$ cat src/include/fcvt_consts.svh
// Single-precision widths only; changing these values is not a supported way to get other formats
`ifndef FCVT_CONSTS_SVH
`define FCVT_CONSTS_SVH

////////////////////////////////////////
// Integer side

`define FCVT_XLEN 32        // Operand width of FCVT.S.W / FCVT.S.WU

`define FCVT_ID_WIDTH 4     // Request tag carried to writeback

////////////////////////////////////////
// IEEE-754 binary32 fields

`define FCVT_EXPO_WIDTH 8   // Biased exponent

`define FCVT_FRAC_WIDTH 23  // Stored fraction, hidden bit dropped

// Exponent bias
`define FCVT_BIAS 127

`endif

$ cat src/logic/fcvt_pkg.sv
// Types for the binary32 convert path; rounding modes 5 to 7 are not legal and are not handled
`default_nettype none

`include "fcvt_consts.svh"

package fcvt_pkg;

    // RISC-V rm field encodings
    typedef enum logic [2:0] {
        rne = 3'd0,             // Nearest, ties to even
        rtz = 3'd1,             // Toward zero
        rdn = 3'd2,             // Toward minus infinity
        rup = 3'd3,             // Toward plus infinity
        rmm = 3'd4              // Nearest, ties away from zero
    } round_mode_t;

    // Field layout of a binary32 word, MSB first
    typedef struct packed {
        logic                        sign;
        logic [`FCVT_EXPO_WIDTH-1:0] expo;
        logic [`FCVT_FRAC_WIDTH-1:0] frac;
    } fp_fields_t;

    // Result word, seen either as raw bits or as fields
    typedef union packed {
        logic [`FCVT_EXPO_WIDTH+`FCVT_FRAC_WIDTH:0] raw;
        fp_fields_t                                 fields;
    } fp_word_u;

endpackage

`default_nettype wire

$ cat src/logic/fcvt_intf.sv
// Stage buses with a plain valid strobe and no ready; payload is meaningful only while valid is high
`default_nettype none

`include "fcvt_consts.svh"

////////////////////////////////////////
// Input side to processing part

interface operand_if;
    logic                      valid;      // One-cycle strobe per request
    logic [`FCVT_ID_WIDTH-1:0] id;
    logic                      sign;       // Set only for a negative signed operand
    logic [`FCVT_XLEN-1:0]     abs_val;    // Magnitude, 2^31 for the most negative int
    logic                      zero;
    fcvt_pkg::round_mode_t     rm;

    modport src (output valid, id, sign, abs_val, zero, rm);
    modport dst (input  valid, id, sign, abs_val, zero, rm);
endinterface

////////////////////////////////////////
// Processing part to output side

interface unrounded_if;
    logic                        valid;
    logic [`FCVT_ID_WIDTH-1:0]   id;
    logic                        sign;
    logic                        zero;
    logic [`FCVT_EXPO_WIDTH-1:0] expo;      // Biased, before any rounding carry
    logic [`FCVT_FRAC_WIDTH-1:0] mant;      // Bits below the leading one
    logic                        round_bit; // First bit dropped
    logic                        sticky;    // OR of everything under round_bit
    fcvt_pkg::round_mode_t       rm;

    modport src (output valid, id, sign, zero, expo, mant, round_bit, sticky, rm);
    modport dst (input  valid, id, sign, zero, expo, mant, round_bit, sticky, rm);
endinterface

`default_nettype wire

$ cat src/logic/fcvt_top.sv
// Two-clock FCVT.S.W/WU unit without back-pressure; every done must be taken the cycle it appears
`default_nettype none

`include "fcvt_consts.svh"

module fcvt_top (
    input  logic                                       clk,
    input  logic                                       rst_n,
    input  logic                                       new_request,
    input  logic [`FCVT_ID_WIDTH-1:0]                  req_id,
    input  logic [`FCVT_XLEN-1:0]                      int_rs1,
    input  logic                                       is_signed,
    input  fcvt_pkg::round_mode_t                      rm,
    output logic                                       done,
    output logic [`FCVT_ID_WIDTH-1:0]                  wb_id,
    output logic [`FCVT_EXPO_WIDTH+`FCVT_FRAC_WIDTH:0] wb_rd,
    output logic                                       wb_inexact
);

    operand_if   opnd_bus ();     // Registered operand, one cycle after request
    unrounded_if unrnd_bus ();    // Same cycle as opnd_bus

    ////////////////////////////////////////
    // Stages

    int_operand_prep prep_inst (
        .clk         (clk),
        .rst_n       (rst_n),
        .new_request (new_request),
        .req_id      (req_id),
        .int_rs1     (int_rs1),
        .is_signed   (is_signed),
        .rm          (rm),
        .opnd        (opnd_bus.src)
    );

    int_to_fp_convert convert_inst (
        .opnd  (opnd_bus.dst),
        .unrnd (unrnd_bus.src)
    );

    fp_round_pack round_inst (
        .clk        (clk),
        .rst_n      (rst_n),
        .unrnd      (unrnd_bus.dst),
        .done       (done),
        .wb_id      (wb_id),
        .wb_rd      (wb_rd),
        .wb_inexact (wb_inexact)
    );

endmodule

`default_nettype wire

$ cat src/logic/fp_round_pack.sv
// Rounds and registers one result per strobe; rm codes 5 to 7 truncate and overflow cannot occur
`default_nettype none

`include "fcvt_consts.svh"

module fp_round_pack (
    input  logic                                       clk,
    input  logic                                       rst_n,
    unrounded_if.dst                                   unrnd,
    output logic                                       done,
    output logic [`FCVT_ID_WIDTH-1:0]                  wb_id,
    output logic [`FCVT_EXPO_WIDTH+`FCVT_FRAC_WIDTH:0] wb_rd,
    output logic                                       wb_inexact
);

    logic                        round_up;
    logic [`FCVT_FRAC_WIDTH:0]   mant_sum;   // Extra bit catches the carry out
    logic [`FCVT_EXPO_WIDTH-1:0] expo_rnd;
    logic                        inexact;
    fcvt_pkg::fp_word_u          result;

    ////////////////////////////////////////
    // Increment decision

    always_comb begin
        case (unrnd.rm)
            fcvt_pkg::rne: round_up = unrnd.round_bit & (unrnd.sticky | unrnd.mant[0]);
            fcvt_pkg::rtz: round_up = 1'b0;
            fcvt_pkg::rdn: round_up = unrnd.sign & (unrnd.round_bit | unrnd.sticky);
            fcvt_pkg::rup: round_up = ~unrnd.sign & (unrnd.round_bit | unrnd.sticky);
            fcvt_pkg::rmm: round_up = unrnd.round_bit;    // Ties go away from zero
            default:       round_up = 1'b0;
        endcase
    end

    // A carry leaves the fraction at zero and moves into the exponent
    assign mant_sum = {1'b0, unrnd.mant} + {{`FCVT_FRAC_WIDTH{1'b0}}, round_up};
    assign expo_rnd = unrnd.expo
                    + {{(`FCVT_EXPO_WIDTH-1){1'b0}}, mant_sum[`FCVT_FRAC_WIDTH]};

    assign inexact = unrnd.round_bit | unrnd.sticky;

    ////////////////////////////////////////
    // Pack through the field view

    always_comb begin
        if (unrnd.zero) begin
            result.raw = '0;                            // Always +0.0
        end else begin
            result.fields.sign = unrnd.sign;
            result.fields.expo = expo_rnd;
            result.fields.frac = mant_sum[`FCVT_FRAC_WIDTH-1:0];
        end
    end

    ////////////////////////////////////////
    // Writeback register

    always_ff @(posedge clk or negedge rst_n) begin
        if (!rst_n) begin
            done       <= 1'b0;
            wb_id      <= '0;
            wb_rd      <= '0;
            wb_inexact <= 1'b0;
        end else begin
            done <= unrnd.valid;
            if (unrnd.valid) begin                      // Hold the last result between strobes
                wb_id      <= unrnd.id;
                wb_rd      <= result.raw;
                wb_inexact <= inexact;
            end
        end
    end

endmodule

`default_nettype wire

$ cat src/logic/int_operand_prep.sv
// One register stage; a request is taken every cycle that new_request is high, no stall exists
`default_nettype none

`include "fcvt_consts.svh"

module int_operand_prep (
    input  logic                      clk,
    input  logic                      rst_n,
    input  logic                      new_request,
    input  logic [`FCVT_ID_WIDTH-1:0] req_id,
    input  logic [`FCVT_XLEN-1:0]     int_rs1,
    input  logic                      is_signed,
    input  fcvt_pkg::round_mode_t     rm,
    operand_if.src                    opnd
);

    logic                  rs1_sign;
    logic [`FCVT_XLEN-1:0] rs1_abs;
    logic                  rs1_zero;

    ////////////////////////////////////////
    // Sign and magnitude

    assign rs1_sign = is_signed & int_rs1[`FCVT_XLEN-1];   // FCVT.S.WU is never negative
    // Negating 0x8000_0000 wraps back to itself, which reads as 2^31 unsigned
    assign rs1_abs  = rs1_sign ? (~int_rs1 + 1'b1) : int_rs1;
    assign rs1_zero = (int_rs1 == '0);                       // Saves a compare downstream

    ////////////////////////////////////////
    // Stage register

    always_ff @(posedge clk or negedge rst_n) begin
        if (!rst_n) begin
            opnd.valid <= 1'b0;
        end else begin
            opnd.valid <= new_request;       // Strobe stays one cycle wide
        end
    end

    // Payload only moves with a request
    always_ff @(posedge clk) begin
        if (new_request) begin
            opnd.id      <= req_id;
            opnd.sign    <= rs1_sign;
            opnd.abs_val <= rs1_abs;
            opnd.zero    <= rs1_zero;
            opnd.rm      <= rm;
        end
    end

endmodule

`default_nettype wire

$ cat src/logic/int_to_fp_convert.sv
// Purely combinational; assumes the integer is wider than the fraction, so round and sticky bits exist
`default_nettype none

`include "fcvt_consts.svh"

module int_to_fp_convert (
    operand_if.dst   opnd,
    unrounded_if.src unrnd
);

    logic [4:0]                  clz;
    logic [5:0]                  shamt;      // Reaches 32, one bit wider than clz
    logic [`FCVT_XLEN-1:0]       shifted;
    logic [`FCVT_EXPO_WIDTH-1:0] expo_norm;

    lead_zero_count lzc_inst (
        .value (opnd.abs_val),
        .count (clz)
    );

    ////////////////////////////////////////
    // Normalize

    // Shift one past the leading one so the hidden bit falls off the top
    assign shamt   = {1'b0, clz} + 6'd1;
    assign shifted = opnd.abs_val << shamt;

    // Leading one at bit 31-clz gives exponent bias + 31 - clz
    assign expo_norm = `FCVT_EXPO_WIDTH'(`FCVT_BIAS + `FCVT_XLEN - 1)
                     - {{(`FCVT_EXPO_WIDTH-5){1'b0}}, clz};

    ////////////////////////////////////////
    // Unrounded result

    assign unrnd.expo      = opnd.zero ? '0 : expo_norm;              // Zero has no leading one
    assign unrnd.mant      = shifted[`FCVT_XLEN-1 -: `FCVT_FRAC_WIDTH];
    assign unrnd.round_bit = shifted[`FCVT_XLEN-1-`FCVT_FRAC_WIDTH];
    assign unrnd.sticky    = |shifted[`FCVT_XLEN-2-`FCVT_FRAC_WIDTH:0]; // All lower dropped bits

    // Control and tag ride along untouched
    assign unrnd.valid = opnd.valid;
    assign unrnd.id    = opnd.id;
    assign unrnd.sign  = opnd.sign;
    assign unrnd.zero  = opnd.zero;
    assign unrnd.rm    = opnd.rm;

endmodule

`default_nettype wire

$ cat src/logic/lead_zero_count.sv
// Fixed 32-bit leading-zero count; an all-zero input reports 31, callers must flag zero themselves
`default_nettype none

`include "fcvt_consts.svh"

module lead_zero_count (
    input  logic [`FCVT_XLEN-1:0] value,
    output logic [4:0]            count
);

    logic [15:0] half;     // Upper or lower 16 bits, whichever holds the leading one
    logic [7:0]  quarter;
    logic [3:0]  eighth;
    logic [1:0]  pair;

    // Each level asks whether the upper half is empty and keeps the half to search next
    assign count[4] = ~|value[31:16];
    assign half     = count[4] ? value[15:0] : value[31:16];

    assign count[3] = ~|half[15:8];
    assign quarter  = count[3] ? half[7:0] : half[15:8];

    assign count[2] = ~|quarter[7:4];
    assign eighth   = count[2] ? quarter[3:0] : quarter[7:4];

    assign count[1] = ~|eighth[3:2];
    assign pair     = count[1] ? eighth[1:0] : eighth[3:2];

    // Last bit needs no select
    assign count[0] = ~pair[1];

endmodule

`default_nettype wire

$ cat config.mk
export PLATFORM = sky130hd
export DESIGN_NAME = fcvt_top
export DESIGN_NICKNAME = d
export VERILOG_FILES = /design/src/logic/fcvt_pkg.sv /design/src/logic/fcvt_intf.sv /design/src/logic/fcvt_top.sv /design/src/logic/fp_round_pack.sv /design/src/logic/int_operand_prep.sv /design/src/logic/int_to_fp_convert.sv /design/src/logic/lead_zero_count.sv
export VERILOG_INCLUDE_DIRS = /design/src /design/src/include
export SDC_FILE = /design/constraint.sdc
export NUM_CORES = 1
export LEC_CHECK = 0
export BUFFER_PORTS_ARGS = -buffer_cell sky130_fd_sc_hd__buf_4
export CORE_ASPECT_RATIO = 1.75
export CORE_UTILIZATION = 60
export DETAILED_ROUTE_END_ITERATION = 16
export HOLD_SLACK_MARGIN = 0.05
export MAX_ROUTING_LAYER = met4
export PLACE_DENSITY_LB_ADDON = 0.05
export SLEW_MARGIN = 20
export SYNTH_ARGS = -nofsm -noshare
export SYNTH_HDL_FRONTEND = slang
export SYNTH_SLANG_ARGS = --single-unit
$ cat constraint.sdc
create_clock -name clk -period 8.85 [get_ports clk]
set_input_delay 1.77 -clock clk [delete_from_list [all_inputs] [get_ports clk]]
set_output_delay 1.77 -clock clk [all_outputs]
set_load 0.03 [all_outputs]
==> flow_metrics.py, run 1 <==
metrics = {
    "floorplan": {
        "core-area_mm2": 0.0112,
        "die-area_mm2": 0.0119,
        "initial_core_util_pct": 61.7,
        "die_x_um": 83.0,
        "num_rows": 51,
        "ios": 81,
        "die_h_um": 144,
    },
    "synthesis": {
        "yosysSeqAreaShare_pct": 32.1,
        "synthCells": 747,
        "ys_async_sr_fraction_pct": 48.8,
        "synth_area_mm2": 0.00689,
        "synth_area_leaders": "edfxtp_1, dfrtp_1, mux2i_1",
        "ys.flop_type": "edfxtp_1",
        "synth_top_area_share_pct": 17.9,
        "yosys-top-cells-count": "nand2_1, nor2_1, edfxtp_1",
        "synth_top_area_cell": "edfxtp_1",
        "synth-seq-cells": 80,
        "avgSynthCellArea_um2": 9.22,
        "ys_types": 91,
        "synth_edf_count": 41,
        "yosysMostFrequentCell": "nand2_1",
        "yosysWarnings": 0,
        "synth_fp_nets": 797,
    },
    "drt": {
        "firstDrtPassIters": 5,
        "drtIter0Drc": 524,
        "drc": 0,
        "antenna_left": 0,
        "num_vias": 6804,
        "routedWlPerCell_um": 25.4,
        "drt-vias-per-instance": 7.25,
        "drt_wl_total_um": 23900,
    },
    "sta": {
        "worst_slew_pin_slew_ns": 1.03,
        "fmax_mhz": 132,
        "fin_hold_ws_ns": 0.489,
        "min_period_ns": 7.58,
        "skew_ns": 0.0187,
        "hold_viol_final": 0,
        "fin_setup_tns_ns": 0,
        "setup_viol": 0,
        "slew_violations": 0,
        "fin_crit_sh_pct": 85.6,
        "slew_headroom_pct": 31.3,
        "rsz0062_at_grt": "false",
        "setup_slack_ns": 1.27,
    },
    "setup_path": {
        "r2r_cells": 28,
        "crit_path_frequent_cell": "ha_1",
        "cp-end-kind": "register",
        "crit_path_max_fanout": 16,
        "cp_slowest_stage_delay_ns": 0.72,
        "worst_path_max_delay_cell": "nor4_2",
        "startpoint_type": "register",
        "worst-setup-path-type": "reg -> reg",
        "cp.arrival_ns": 7.79,
        "crit_required_ns": 9.06,
    },
    "global_routing": {
        "grt_usage_pct": 41.5,
        "grt_max_degree": 43,
        "overflow": 0,
        "antenna_found_initial": 0,
        "grt_pass1_wl_um": 36700,
        "grt_pass1_vias": 6832,
    },
    "cts": {
        "h-tree-depth": 3,
        "numCtsBuffers": 9,
        "hold_buffers": 0,
        "postCtsSetupBuffers": 0,
        "postCtsResizedCells": 0,
        "clock_latency_ns": 0.37,
        "cts_buffer_depth": 2,
        "cts-root-buf": "clkbuf_16",
        "cts_tree": "yes",
        "clkTransAtPathRegs_ns": 0.06,
        "clock-sinks": 80,
    },
    "layout": {
        "fin_util_pct": 70.5,
        "final_area_mm2": 0.00787,
        "drive_gt1_share_pct": 20.7,
        "nets": 851,
        "area_growth_pct": 14.3,
        "instances_no_fill": 938,
        "antennaDiodeCount": 0,
    },
    "hold_path": {
        "hold_depth": 1,
        "hold_path.class": "reg -> reg",
    },
    "power": {
        "p_per_area_mw_per_mm2": 205,
        "power_mw": 1.61,
        "ir_worst_vdd_mv": 0.156,
        "leakage_nw": 3.08,
    },
    "placement": {
        "dp_hpwl_um": 17900,
        "port_buffers": 80,
        "place_area_mm2": 0.00754,
        "place_inst": 922,
        "gp_congestion": 1.03,
        "place_ws_ns": 1.51,
    },
    "job": {
        "cap_violations": 0,
    },
    "status": {
        "status": "complete, no violations",
    },
}
-- path summary, 6_finish.rpt --
kind | to | slack (ns) | from
hold / removal | round_inst.wb_id[3] | 0.49 | prep_inst.opnd.id[3]
setup reg to reg | round_inst.wb_rd[29] | 1.27 | prep_inst.opnd.abs_val[13]
setup / recovery | round_inst.wb_rd[29] | 1.27 | prep_inst.opnd.abs_val[13]
hold reg to reg | round_inst.wb_id[3] | 0.49 | prep_inst.opnd.id[3]
max in group asynchronous | round_inst.wb_rd[20] | 7.14 | rst_n
min in group asynchronous | round_inst.wb_rd[17] | 1.36 | rst_n
-- logic make-up after synthesis --
logic type	share of synthesized area (%)
and+or+nand+nor	20.3
AOI/OAI and AO/OA	23.7
DFF	32.1
buffers and inverters	4.72
muxes	11.1
xor gates and xnor gates	6.85
adders and majority gates	1.27
-- critical path, delay by kind of cell (launching register included) --
family                   cells  cell delay [ns]
AO/OA/AOI/OAI                9             2.08
XOR/XNOR                     1             0.45
adder cells (fa/ha/maj)      4             0.92
buffers and inverters        2             0.38
flip-flops                   1             0.58
multiplexers                 1             0.14
AND/OR/NAND/NOR             11             2.84
-- power breakdown --
group          leakage [nW]  switching (mW)  internal [mW]
clock                 0.162           0.173          0.242
combinational          2.02           0.428          0.264
sequential            0.895          0.0635          0.444
-- sequential cells by signal, summed over array words and instances (netlist names) --
| signal | flops |
|---|---|
| prep_inst.opnd.zero | 1 |
| prep_inst.opnd.sign | 1 |
| prep_inst.opnd.rm | 3 |
| round_inst.wb_rd | 32 |
| round_inst.wb_inexact | 1 |
| prep_inst.opnd.valid | 1 |
| prep_inst.opnd.abs_val | 32 |
| prep_inst.opnd.id | 4 |
| round_inst.done | 1 |
| round_inst.wb_id | 4 |
-- cell type report --
| type | count | area (um2) |
|---|---|---|
| clock buffer | 10 | 250 |
| clock inverter | 6 | 81.3 |
| fill | 878 | 3300 |
| inverter | 21 | 78.8 |
| multi-input combinational | 594 | 4360 |
| sequential | 80 | 2210 |
| tap | 132 | 165 |
| timing repair buffer | 95 | 726 |
-- cell usage in the layout, fill, tap and decap left out, drive strengths merged, types with 9 or more instances in the layout --
| master | synthesis | routed |
|---|---|---|
| buf | 25 | 95 |
| nand2 | 71 | 71 |
| nor2 | 61 | 61 |
| edfxtp | 41 | 41 |
| a21oi | 41 | 41 |
| dfrtp | 39 | 39 |
| mux2i | 37 | 37 |
| o21ai | 33 | 33 |
| xnor2 | 30 | 30 |
| xor2 | 23 | 23 |
| inv | 20 | 23 |
| nand4 | 21 | 21 |
| nor3 | 18 | 18 |
| nand3 | 18 | 18 |
| nor4 | 18 | 18 |
| a211oi | 15 | 15 |
| mux4 | 14 | 14 |
| o211ai | 14 | 14 |
| a22o | 11 | 11 |
| a211o | 11 | 11 |
| clkbuf | 27 | 10 |
| o2bb2ai | 9 | 9 |
| or4 | 9 | 9 |
-- layer usage --
metal	track usage, %	part of all wire (%)	up-vias
met5	-	0	-
met4	36.9	9.6	0
met3	10.4	7.5	171
met2	72.0	51	405
met1	37.4	32	3238
li1	-	-	2990
Note: power is estimated with default switching activity, not from simulation.
==> run 2, diff against run 1 <==
clock period = 7.65 ns   (was 8.85 ns; I/O delays follow)
==> flow_metrics.py, run 2 (same netlist as run 1, synthesis figures left out) <==
metrics = {
    "sta": {
        "slew_headroom_pct": 28.8,
        "rsz0062_at_grt": "false",
        "slew_violations": 0,
        "fin_crit_sh_pct": 91.0,
        "hold_viol_final": 0,
        "fin_setup_tns_ns": 0,
        "skew_ns": 0.0107,
        "worst_slew_pin_slew_ns": 1.06,
        "min_period_ns": 6.96,
        "setup_slack_ns": 0.686,
        "fmax_mhz": 144,
        "setup_viol": 0,
    },
    "layout": {
        "antennaDiodeCount": 0,
        "final_area_mm2": 0.00795,
        "top_regs": "prep_inst.opnd.abs_val x32, round_inst.wb_rd x32",
        "nets": 863,
        "area_growth_pct": 15.5,
        "n_fill_cell": 837,
        "instances_no_fill": 950,
        "drive_gt1_share_pct": 21.9,
        "final_common_cell": "buf_4",
        "mostFrequentLayoutCells": "buf_4, nand2_1, nor2_1",
    },
    "placement": {
        "place_ws_ns": 0.600,
        "place_area_mm2": 0.00763,
        "gp_congestion": 1.08,
        "dp_hpwl_um": 18000,
        "place_inst": 934,
        "port_buffers": 80,
    },
    "global_routing": {
        "grt_pass1_vias": 6822,
        "antenna_found_initial": 0,
        "grt_pass1_wl_um": 36300,
        "overflow": 0,
        "grt_max_degree": 53,
        "grt_usage_pct": 40.9,
    },
    "drt": {
        "routedWlPerCell_um": 24.8,
        "drt-vias-per-instance": 7.10,
        "drc": 0,
        "drtIter0Drc": 474,
        "num_vias": 6747,
        "firstDrtPassIters": 6,
        "antenna_left": 0,
        "drt_wl_total_um": 23500,
    },
    "setup_path": {
        "crit_path_max_fanout": 7,
        "crit_required_ns": 7.84,
        "cp_slowest_stage_delay_ns": 0.65,
        "cp-end-kind": "register",
        "worst-setup-path-type": "reg -> reg",
        "r2r_cells": 28,
        "crit_path_frequent_cell": "ha_1",
        "cp.arrival_ns": 7.16,
        "startpoint_type": "register",
        "worst_path_max_delay_cell": "nor4_1",
    },
    "status": {
        "status": "complete, no violations",
    },
    "hold_path": {
        "hold_path.class": "reg -> reg",
        "hold_depth": 1,
    },
    "cts": {
        "cts-root-buf": "clkbuf_16",
        "clkTransAtPathRegs_ns": 0.07,
        "clock-sinks": 80,
        "cts_buffer_depth": 2,
        "hold_buffers": 0,
        "numCtsBuffers": 9,
        "h-tree-depth": 3,
        "clock_latency_ns": 0.35,
        "cts_tree": "yes",
        "postCtsResizedCells": 0,
        "postCtsSetupBuffers": 0,
    },
    "power": {
        "power_mw": 1.86,
        "ir_worst_vdd_mv": 0.181,
        "leakage_nw": 3.13,
        "p_per_area_mw_per_mm2": 233,
    },
    "floorplan": {
        "die-area_mm2": 0.0119,
        "die_h_um": 144,
        "initial_core_util_pct": 61.7,
        "core-area_mm2": 0.0112,
        "die_x_um": 83.0,
        "ios": 81,
        "num_rows": 51,
    },
    "job": {
        "cap_violations": 0,
    },
}
## run 2: metrics by stage
| step | util [%] | hold slack, ns |
|---|---|---|
| 2_1_floorplan | - | 0.417 |
| 3_3_place_gp | 68.3 | 0.459 |
| 3_5_place_dp | 68.3 | 0.473 |
| 4_1_cts | 71.1 | 0.489 |
| 5_1_grt | 71.2 | 0.491 |
| 6_report | 71.2 | 0.482 |
## run 2: critical path, delay by kind of cell, from the launching register on
family / cells / cell delay [ns]
and+or+nand+nor: 15 / 3.54
AOI/OAI and AO/OA: 6 / 1.26
adders and majority gates: 4 / 1.03
DFF: 1 / 0.49
muxes: 2 / 0.42
buffers and inverters: 1 / 0.04
## run 2: layer usage
| metal | track usage [%] | part of all wire (%) | vias to the layer above |
|---|---|---|---|
| li1 | - | - | 3015 |
| met1 | 37.5 | 33 | 3230 |
| met2 | 71.7 | 52 | 352 |
| met3 | 8.90 | 6.1 | 150 |
| met4 | 34.8 | 9.5 | 0 |
| met5 | - | 0 | - |
## run 2: where the power goes
group          leakage (nW)  internal (mW)  switching (mW)  total (mW)
logic                  2.08          0.317           0.493       0.810
registers             0.895          0.514          0.0745       0.588
clock network         0.155          0.260           0.198       0.458
total                  3.13           1.09           0.765        1.86
## run 2: final cells by class
cell class | instances | area [um2] | share of cell area [%]
clock buffers | 9 | 225 | 2.83
clock inverters | 7 | 90.1 | 1.13
inverters | 21 | 78.8 | 0.991
multi-input cells | 594 | 4370 | 55.0
flip-flops and latches | 80 | 2210 | 27.7
well taps | 132 | 165 | 2.08
repair buffers | 107 | 816 | 10.3
## run 2: path summary, 6_finish.rpt
path / from / end / slack, ns
setup reg to reg: prep_inst.opnd.abs_val[29] / round_inst.wb_rd[29] / 0.69
hold reg to reg: prep_inst.opnd.id[2] / round_inst.wb_id[2] / 0.48
min in group asynchronous: rst_n / round_inst.wb_rd[10] / 1.14
max in group asynchronous: rst_n / round_inst.wb_rd[23] / 6.17
hold / removal: prep_inst.opnd.id[2] / round_inst.wb_id[2] / 0.48
setup / recovery: prep_inst.opnd.abs_val[29] / round_inst.wb_rd[29] / 0.69
